--- config.mk ---
export PLATFORM = sky130hd
export DESIGN_NAME = px
export DESIGN_NICKNAME = d
export VERILOG_FILES = /design/src/design/px_bus_pkg.sv /design/src/design/px_state_pkg.sv /design/src/design/px.sv /design/src/design/px_bus_ctl.sv /design/src/design/px_irq_phase.sv /design/src/design/px_state_reg.sv /design/src/design/px_strobe.sv
export SDC_FILE = /design/constraint.sdc
export NUM_CORES = 1
export LEC_CHECK = 0
export BUFFER_PORTS_ARGS = -buffer_cell sky130_fd_sc_hd__buf_2
export CAP_MARGIN = 20
export CELL_PAD_IN_SITES_DETAIL_PLACEMENT = 1
export CELL_PAD_IN_SITES_GLOBAL_PLACEMENT = 1
export CORE_MARGIN = 1
export CORE_UTILIZATION = 43
export DETAILED_ROUTE_END_ITERATION = 7
export GPL_TIMING_DRIVEN = 1
export PLACE_DENSITY_LB_ADDON = 0.1
export REMOVE_ABC_BUFFERS = 1
export SYNTH_ARGS = -nofsm -noshare
export SYNTH_HDL_FRONTEND = slang
export SYNTH_HIERARCHICAL = 1
export SYNTH_SLANG_ARGS = --single-unit
--- constraint.sdc ---
create_clock -name got -period 2.5 [get_ports got]
set_input_delay 0.125 -clock got [delete_from_list [all_inputs] [get_ports got]]
set_output_delay 0.125 -clock got [all_outputs]
set_load 0.005 [all_outputs]
--- src/design/px_bus_pkg.sv ---
// P-X system bus definitions
package px_bus_pkg;

	// Where the address for a bus cycle comes from
	typedef enum logic [1:0] {
		SRC_IC     = 2'd0,	// Instruction counter
		SRC_AR     = 2'd1,	// Argument register
		SRC_STACK  = 2'd2,	// Stack pointer
		SRC_VECTOR = 2'd3	// Interrupt vector
	} px_src_e;

	// Request as seen on the system bus
	typedef struct packed {
		logic    zg;	// Bus request
		logic    wr;	// Write cycle when set
		px_src_e src;	// Address source
	} px_bus_req_t;

	// Wait counter while zg is up
	typedef logic [4:0] px_tmo_t;

	// Cycles zg may stay up before the alarm
	localparam px_tmo_t BUS_TIMEOUT = 5'd16;

endpackage

--- src/design/px_state_pkg.sv ---
// P-X cycle state definitions
package px_state_pkg;

	// Control unit states, one instruction or interrupt phase each
	typedef enum logic [3:0] {
		S_IDLE = 4'd0,	// Waiting for start or interrupt
		S_P1   = 4'd1,	// Instruction fetch
		S_K1   = 4'd2,	// Decode
		S_K2   = 4'd3,	// Argument fetch
		S_WR   = 4'd4,	// Operand read
		S_WW   = 4'd5,	// Operand write
		S_I1   = 4'd6,	// Interrupt acknowledge
		S_I2   = 4'd7,	// Stack write 1
		S_I3   = 4'd8,	// Stack write 2
		S_I4   = 4'd9,	// Stack write 3
		S_I5   = 4'd10	// Vector read
	} px_state_e;

	// Operand access done after decode or argument fetch
	typedef enum logic [1:0] {
		OP_NONE  = 2'd0,	// No operand cycle
		OP_READ  = 2'd1,	// WR follows
		OP_WRITE = 2'd2	// WW follows
	} px_mem_op_e;

	// What the decoder tells the sequencer about one instruction
	typedef struct packed {
		logic       arg;	// Argument word follows in K2
		px_mem_op_e op;	// Operand access kind
	} px_instr_t;

	// Countdown for fixed-length states
	typedef logic [1:0] px_delay_t;

	localparam px_delay_t K1_DELAY = 2'd2;	// Decode time in got cycles
	localparam px_delay_t I1_DELAY = 2'd3;	// Acknowledge time in got cycles

endpackage

--- src/design/px.sv ---
// P-X state control unit
module px (
	input  logic                    got,
	input  logic                    clo_,
	input  logic                    start,
	input  px_state_pkg::px_instr_t instr,
	input  logic                    irq,
	input  logic                    ok,
	input  logic                    en,
	output px_state_pkg::px_state_e state,
	output logic                    busy,
	output logic                    done,
	output logic                    strob1,
	output logic                    strob2,
	output px_bus_pkg::px_bus_req_t bus_req,
	output logic                    alarm,
	output logic                    nomem
);

	logic                    enter;	// First cycle of a state
	logic                    advance;	// Leave the state at next edge
	logic                    abort;	// Bus timed out
	logic                    bus_done;	// Bus answer captured
	logic                    irq_go;	// Interrupt sequence wanted
	px_state_pkg::px_state_e irq_next;

	px_state_reg state_reg_i (
		.got(got), .clo_(clo_), .start(start), .instr(instr),
		.advance(advance), .abort(abort), .irq_go(irq_go), .irq_next(irq_next),
		.state(state), .enter(enter), .busy(busy), .done(done)
	);

	px_irq_phase irq_phase_i (
		.got(got), .clo_(clo_), .irq(irq), .state(state), .enter(enter),
		.irq_go(irq_go), .irq_next(irq_next)
	);

	px_strobe strobe_i (
		.got(got), .clo_(clo_), .state(state), .enter(enter), .bus_done(bus_done),
		.strob1(strob1), .strob2(strob2), .advance(advance)
	);

	px_bus_ctl bus_ctl_i (
		.got(got), .clo_(clo_), .state(state), .enter(enter), .ok(ok), .en(en),
		.bus_req(bus_req), .bus_done(bus_done), .abort(abort),
		.alarm(alarm), .nomem(nomem)
	);

endmodule

--- src/design/px_bus_ctl.sv ---
// P-X system bus request control
module px_bus_ctl (
	input  logic                    got,
	input  logic                    clo_,
	input  px_state_pkg::px_state_e state,
	input  logic                    enter,
	input  logic                    ok,	// Memory answered
	input  logic                    en,	// No memory at address
	output px_bus_pkg::px_bus_req_t bus_req,
	output logic                    bus_done,	// Answer taken at last edge
	output logic                    abort,	// Timeout pulse
	output logic                    alarm,	// Sticky timeout flag
	output logic                    nomem	// Sticky no-memory flag
);

	px_bus_pkg::px_tmo_t wait_cnt;
	px_bus_pkg::px_tmo_t wait_now;	// Wait count as seen this cycle
	logic                bus_st;	// State uses the bus
	logic                served;	// Request already ended
	logic                zg;
	logic                answer;
	logic                expire;

	always_comb begin
		bus_st = 1'b1;
		bus_req.wr = 1'b0;
		bus_req.src = px_bus_pkg::SRC_IC;
		case (state)
			px_state_pkg::S_P1,
			px_state_pkg::S_K2: bus_req.src = px_bus_pkg::SRC_IC;	// Fetch via IC
			px_state_pkg::S_WR: bus_req.src = px_bus_pkg::SRC_AR;
			px_state_pkg::S_WW: begin
				bus_req.wr = 1'b1;
				bus_req.src = px_bus_pkg::SRC_AR;
			end
			px_state_pkg::S_I2,
			px_state_pkg::S_I3,
			px_state_pkg::S_I4: begin
				bus_req.wr = 1'b1;	// Save to stack
				bus_req.src = px_bus_pkg::SRC_STACK;
			end
			px_state_pkg::S_I5: bus_req.src = px_bus_pkg::SRC_VECTOR;
			default:            bus_st = 1'b0;	// Idle, K1, I1
		endcase
	end

	assign zg = bus_st & (enter | ~served);	// Up from first cycle of the state
	assign bus_req.zg = zg;
	assign answer = zg & (ok | en);	// Answers outside a request are dropped

	assign wait_now = enter ? '0 : wait_cnt;
	assign expire = zg & ~answer
		& (wait_now == px_bus_pkg::BUS_TIMEOUT - px_bus_pkg::px_tmo_t'(1));

	always_ff @(posedge got or negedge clo_) begin
		if (!clo_) begin
			served <= 1'b0;
			wait_cnt <= '0;
			bus_done <= 1'b0;
			abort <= 1'b0;
			alarm <= 1'b0;
			nomem <= 1'b0;
		end else begin
			if (answer | expire) served <= 1'b1;	// Drop zg
			else if (enter) served <= 1'b0;
			wait_cnt <= zg ? wait_now + px_bus_pkg::px_tmo_t'(1) : '0;
			bus_done <= answer;
			abort <= expire;
			if (answer & en) nomem <= 1'b1;	// Kept until clo_
			if (expire) alarm <= 1'b1;	// Kept until clo_
		end
	end

endmodule

--- src/design/px_irq_phase.sv ---
// P-X interrupt phase control
module px_irq_phase (
	input  logic                    got,
	input  logic                    clo_,
	input  logic                    irq,	// Request pulse
	input  px_state_pkg::px_state_e state,
	input  logic                    enter,
	output logic                    irq_go,	// Start the I1..I5 sequence
	output px_state_pkg::px_state_e irq_next	// Phase after the current one
);

	logic pending;	// Request not yet acknowledged
	logic in_irq;	// Sequence running
	logic ack;	// First cycle of I1

	assign in_irq = state inside {
		px_state_pkg::S_I1,
		px_state_pkg::S_I2,
		px_state_pkg::S_I3,
		px_state_pkg::S_I4,
		px_state_pkg::S_I5
	};

	assign ack = enter & (state == px_state_pkg::S_I1);

	// New request has priority, so one arriving on acknowledge waits for the next round
	always_ff @(posedge got or negedge clo_) begin
		if (!clo_) begin
			pending <= 1'b0;
		end else if (irq) begin
			pending <= 1'b1;
		end else if (ack) begin
			pending <= 1'b0;	// Taken by this sequence
		end
	end

	assign irq_go = pending & ~in_irq;	// Held off until the sequence is over

	always_comb begin
		case (state)
			px_state_pkg::S_I1: irq_next = px_state_pkg::S_I2;	// Ack done
			px_state_pkg::S_I2: irq_next = px_state_pkg::S_I3;
			px_state_pkg::S_I3: irq_next = px_state_pkg::S_I4;
			px_state_pkg::S_I4: irq_next = px_state_pkg::S_I5;	// Stack saved
			default:            irq_next = px_state_pkg::S_IDLE;	// After vector read
		endcase
	end

endmodule

--- src/design/px_state_reg.sv ---
// P-X state register and sequencer
module px_state_reg (
	input  logic                    got,
	input  logic                    clo_,
	input  logic                    start,	// Begin an instruction
	input  px_state_pkg::px_instr_t instr,	// Valid with start
	input  logic                    advance,	// Current state is finishing
	input  logic                    abort,	// Bus timeout
	input  logic                    irq_go,	// Interrupt waiting
	input  px_state_pkg::px_state_e irq_next,	// Successor inside I1..I5
	output px_state_pkg::px_state_e state,
	output logic                    enter,	// First cycle of a state
	output logic                    busy,
	output logic                    done
);

	px_state_pkg::px_instr_t instr_q;	// Descriptor of running instruction
	px_state_pkg::px_state_e nxt;
	px_state_pkg::px_state_e end_st;	// Where an instruction goes when over
	px_state_pkg::px_state_e op_st;	// State after decode or argument
	logic                    take;	// State changes at next edge
	logic                    accept;	// Start taken this cycle
	logic                    final_st;	// Last state of the instruction

	always_comb begin
		end_st = irq_go ? px_state_pkg::S_I1 : px_state_pkg::S_IDLE;	// Interrupt wins over idle
		case (instr_q.op)
			px_state_pkg::OP_READ:  op_st = px_state_pkg::S_WR;
			px_state_pkg::OP_WRITE: op_st = px_state_pkg::S_WW;
			default:                op_st = end_st;	// No operand cycle
		endcase
	end

	assign accept = (state == px_state_pkg::S_IDLE) & ~irq_go & start;

	always_comb begin
		take = 1'b0;
		nxt = state;
		if (abort) begin
			take = 1'b1;
			nxt = px_state_pkg::S_IDLE;	// Dead bus ends the sequence
		end else if (state == px_state_pkg::S_IDLE) begin
			if (irq_go) begin
				take = 1'b1;
				nxt = px_state_pkg::S_I1;
			end else if (start) begin
				take = 1'b1;
				nxt = px_state_pkg::S_P1;
			end
		end else if (advance) begin
			take = 1'b1;
			case (state)
				px_state_pkg::S_P1: nxt = px_state_pkg::S_K1;
				px_state_pkg::S_K1: nxt = instr_q.arg ? px_state_pkg::S_K2 : op_st;
				px_state_pkg::S_K2: nxt = op_st;
				px_state_pkg::S_WR,
				px_state_pkg::S_WW: nxt = end_st;
				default:            nxt = irq_next;	// I1..I5 chain
			endcase
		end
	end

	// Instruction ends in WR, WW, or earlier when nothing more is needed
	assign final_st = (state == px_state_pkg::S_WR) | (state == px_state_pkg::S_WW)
		| ((state == px_state_pkg::S_K2) & (instr_q.op == px_state_pkg::OP_NONE))
		| ((state == px_state_pkg::S_K1) & ~instr_q.arg
			& (instr_q.op == px_state_pkg::OP_NONE));

	assign done = advance & final_st;
	assign busy = (state != px_state_pkg::S_IDLE);

	always_ff @(posedge got or negedge clo_) begin
		if (!clo_) begin
			state <= px_state_pkg::S_IDLE;
			enter <= 1'b0;
		end else begin
			state <= nxt;
			enter <= take;	// Marks first cycle of new state
		end
	end

	always_ff @(posedge got) begin
		if (accept) instr_q <= instr;	// Held for the whole instruction
	end

endmodule

--- src/design/px_strobe.sv ---
// P-X strobe generator
module px_strobe (
	input  logic                    got,
	input  logic                    clo_,
	input  px_state_pkg::px_state_e state,
	input  logic                    enter,
	input  logic                    bus_done,	// Answer captured last edge
	output logic                    strob1,
	output logic                    strob2,
	output logic                    advance	// Last cycle of the state
);

	px_state_pkg::px_delay_t load;	// Length of a timed state
	px_state_pkg::px_delay_t left;	// Cycles remaining incl. this one
	px_state_pkg::px_delay_t cnt;
	logic                    timed;	// State runs on a fixed delay
	logic                    last;	// Timed state ends here
	logic                    s2_q;

	always_comb begin
		timed = 1'b1;
		load = px_state_pkg::K1_DELAY;
		case (state)
			px_state_pkg::S_K1: load = px_state_pkg::K1_DELAY;
			px_state_pkg::S_I1: load = px_state_pkg::I1_DELAY;
			default:            timed = 1'b0;	// Bus states wait for an answer
		endcase
	end

	assign left = enter ? load : cnt;	// Fresh count on state entry
	assign last = timed & (left == px_state_pkg::px_delay_t'(1));

	always_ff @(posedge got or negedge clo_) begin
		if (!clo_) begin
			cnt <= '0;
			s2_q <= 1'b0;
		end else begin
			if (timed) cnt <= left - px_state_pkg::px_delay_t'(1);
			s2_q <= ~timed & bus_done;	// strob2 trails strob1 by one
		end
	end

	// Timed states give only strob1, bus states give both after the answer
	assign strob1 = timed ? last : bus_done;
	assign strob2 = s2_q;
	assign advance = timed ? last : s2_q;

endmodule

==> results_dict.tcl <==
set metrics [dict create \
    reg2reg_to "state_reg_i/state[2]$_DFFE_PN0P_" \
    report.final.hold_viol_count 0 \
    cts_hold_buffers 4 \
    placementRows 20 \
    routability_driven_placement_congestion_ratio 0.826 \
    crit_start "state_reg_i/state[0]$_DFFE_PN0P_" \
    initial_utilization_pct 45.6 \
    routed-via-count 1130 \
    routed_wire_length_per_instance_um 15.2 \
    sort_of_element_at_the_end_of_the_critical_path "register" \
    maxcap_viol_count 0 \
    rsz0062_at_grt "no" \
    power_leakage_nw 0.777 \
    postCtsResizedCells 0 \
    tritoncts_clock_tree "built" \
    worstPathBufferInverterCount 2 \
    critical_path.reg2reg.startpoint "state_reg_i/state[0]$_DFFE_PN0P_" \
    synth.top_cells.by_count "sky130_fd_sc_hd__dfrtp_1, sky130_fd_sc_hd__nor2_1, sky130_fd_sc_hd__inv_1" \
    slowest_delay_ns 0.65 \
    design.portCount 23 \
    yosys-mux-area-fraction_pct 4.63 \
    critical_path.cell_chain "buf_4 > nand2_1 > a311oi_1 > inv_1 > a211oi_1 > a2111oi_1 > a311oi_1" \
    timing.fmax_ghz 0.425 \
    ant_nets 0 \
    reg2reg_setup_slack_ns 0.15 \
    top_usage_layer "met2" \
    pwr_density_cell_nw_per_um2 1190 \
    cp-start-kind "register" \
    design.final.nets 182 \
    clock_insertion_delay_worst_skew_ns 0.31 \
    number_of_antenna_violations_at_the_first_check_in_global_routing 0 \
    critical_path.endpoint "state_reg_i/state[2]$_DFFE_PN0P_" \
    clk_pin_slew_ns 0.13 \
    grt_util_met2_pct 37.5 \
    setup.worst_path.class "register to register" \
    synth_seq_area_share_pct 40.3 \
    critPathMostFrequentCell "sky130_fd_sc_hd__a311oi_1" \
    synth_top_area_share_pct 33.9 \
    post-cts-setup-buffer-count 0 \
    required_ns 2.72 \
    dominant_combinational_cell_family_by_area_after_synthesis "simple AND/OR/NAND/NOR gates" \
    grt.total_usage_pct 21.3 \
    clock_root_buffer "sky130_fd_sc_hd__clkbuf_4" \
    timing.critical_path.slowest_stage_cell "sky130_fd_sc_hd__a311oi_1" \
    yosys.area_share.xor_xnor_pct 1.25 \
    synth_most_common_cell "sky130_fd_sc_hd__dfrtp_1" \
    worst_hold_path_type "input port to register" \
    detailedRoute.firstIterationViolations 54 \
    use_met3_pct 5.02 \
    slew_viol_final 0 \
    grt_max_degree 20 \
    cts_htree_levels 1 \
    timing_worst_slew_pin_value_ns 0.743 \
    gr-total-overflow 0 \
    cpLargestDelayFamily "compound AO/OA/AOI/OAI gates" \
    cts_buffer_count 3 \
    clock_skew_ns 0.000984 \
    area.growth.synth_to_final_pct 19.7 \
    setup_tns_ns 0 \
    holdCritStartpoint "irq" \
    layout-drive-gt1-share_pct 34.7 \
    synthFlopType "sky130_fd_sc_hd__dfrtp_1" \
    drc 0 \
    antenna-diode-count 0 \
    synth_compound_area_share_pct 16.2 \
    detailed_place_hpwl_um 2390 \
    avgSynthCellArea_um2 10.5 \
    floorplan.die.width_um 59.1 \
    ys_top_cells_by_area "sky130_fd_sc_hd__dfrtp_1, sky130_fd_sc_hd__edfxtp_1, sky130_fd_sc_hd__ha_1, sky130_fd_sc_hd__nor3b_2, sky130_fd_sc_hd__mux2_2" \
    postSynthRegisterBits 22 \
    synthArstFlopShare_pct 86.4 \
    setup_viol_count_final 0 \
    syn-instance-count 134 \
    final_core_util_pct 54.6 \
    number_of_buffers_on_the_longest_clock_path 2 \
    outcome "finished clean" \
    totalPowerFinal_w 0.00200 \
    synth-edff-count 3 \
    period_needed_ns 2.35 \
    met1_usage_pct 26.1 \
    period_share_pct 94.1 \
    detailed_place.area_um2 1590 \
    yosys_warnings 6 \
    drtPass1Iterations 4 \
    synthDistinctLibCells 49 \
    finalInstanceArea_um2 1680 \
    r2r.worst_path.cells 7 \
    synth_fa_ha_area_share_pct 4.46 \
    maximum_net_fanout_on_the_critical_path 14 \
    via_count_of_the_first_global_routing_pass 1207 \
    cp_data_arrival_time_ns 2.58 \
    via_per_inst 5.36 \
    synth_simple_gate_area_share_pct 28.3 \
    synth_top_area_cell "sky130_fd_sc_hd__dfrtp_1" \
    core_um2 3080 \
    die_h_um 59.1 \
    die_area_um2 3500 \
    worst-path-stages 7 \
    ir_drop_v 0.000712 \
    grt_pass1_wl_um 5500 \
    synth.cell_area_um2 1400 \
    route.final.wire_length_um 3220 \
    clkSinkCount 22 \
    io_buffer_count 22 \
    timing.slew.headroom_pct 50.1 \
]
-- metal layers --
layer  share of wire [%]  wire [um]  up-vias
met5                   0          0        -
met4                 1.5         49        0
met3                 3.2        104        6
met2                  52       1660       23
met1                  44       1400      553
li1                    -          -      548
-- metrics by stage --
stage	instances	worst slack, ns	hold WS (ns)
2_1_floorplan	130	0.244	-0.171
3_3_place_gp	203	0.230	0.0866
3_5_place_dp	203	0.206	0.101
4_1_cts	211	0.183	0.0656
5_1_grt	211	0.00640	0.0490
6_report	211	0.148	0.0679
-- registers in the layout, indices dropped and copies added (netlist names) --
| register | count |
|---|---|
| bus_ctl_i/alarm | 1 |
| state_reg_i/instr_q | 3 |
| bus_ctl_i/abort | 1 |
| bus_ctl_i/bus_done | 1 |
| bus_ctl_i/served | 1 |
| bus_ctl_i/nomem | 1 |
| state_reg_i/enter | 1 |
| strobe_i/cnt | 2 |
| irq_phase_i/pending | 1 |
| strobe_i/strob2 | 1 |
| state_reg_i/state | 4 |
| bus_ctl_i/wait_cnt | 5 |
-- final cells by class --
| cell class | instances | area, um^2 |
|---|---|---|
| tap | 44 | 55.1 |
| inverter | 9 | 33.8 |
| clock inverter | 1 | 30.0 |
| sequential | 22 | 566 |
| timing repair buffer | 33 | 203 |
| clock buffer | 3 | 22.5 |
| fill | 360 | 1400 |
| multi-input combinational | 99 | 771 |
-- power breakdown --
part | switching [W] | leakage (nW) | internal, W
clock network | 0.000115 | 0.0279 | 0.000162
registers | 0.0000887 | 0.265 | 0.000457
logic | 0.000645 | 0.484 | 0.000533
-- logic make-up after synthesis --
group,Yosys count
adder cells (fa/ha/maj),5
flip-flops,22
XOR/XNOR,2
AO/OA/AOI/OAI,29
AND/OR/NAND/NOR,57
buffers and inverters,13
multiplexers,6
-- worst min-delay path by stage --
stage	endpoint	slack [ns]	depth (start not counted)
floorplan	bus_ctl_i/abort$_DFF_PN0_	-0.17	0
global placement	strobe_i/strob2$_DFF_PN0_	0.09	1
detailed placement	strobe_i/cnt[0]$_DFFE_PN0P_	0.10	1
CTS	bus_ctl_i/served$_DFFE_PN0P_	0.07	3
global route	irq_phase_i/pending$_DFFE_PN0P_	0.05	3
finish	irq_phase_i/pending$_DFFE_PN0P_	0.07	3
-- worst register-to-register path, stage by stage, from the launching register on --
cell and delay, ns:
sky130_fd_sc_hd__dfrtp_1 0.42, sky130_fd_sc_hd__buf_4 0.24, sky130_fd_sc_hd__nand2_1 0.08, sky130_fd_sc_hd__a311oi_1 0.66, sky130_fd_sc_hd__inv_1 0.20, sky130_fd_sc_hd__a211oi_1 0.29, sky130_fd_sc_hd__a2111oi_1 0.10, sky130_fd_sc_hd__a311oi_1 0.27
-- cells in the final DEF, fill, tap and decap left out, types with 3 or more instances in the layout --
cell type,instances
sky130_fd_sc_hd__a21oi_1,3
sky130_fd_sc_hd__a31oi_1,3
sky130_fd_sc_hd__buf_2,22
sky130_fd_sc_hd__buf_4,7
sky130_fd_sc_hd__clkbuf_4,3
sky130_fd_sc_hd__dfrtp_1,19
sky130_fd_sc_hd__dlygate4sd3_1,4
sky130_fd_sc_hd__edfxtp_1,3
sky130_fd_sc_hd__ha_1,5
sky130_fd_sc_hd__inv_1,8
sky130_fd_sc_hd__mux2_2,4
sky130_fd_sc_hd__nand2_1,7
sky130_fd_sc_hd__nand2b_1,6
sky130_fd_sc_hd__nor2_1,9
sky130_fd_sc_hd__nor2b_1,7
sky130_fd_sc_hd__nor3_1,3
sky130_fd_sc_hd__nor3_2,4
sky130_fd_sc_hd__nor3b_2,4
sky130_fd_sc_hd__or2b_1,4
(Power assumes the default switching activity.)
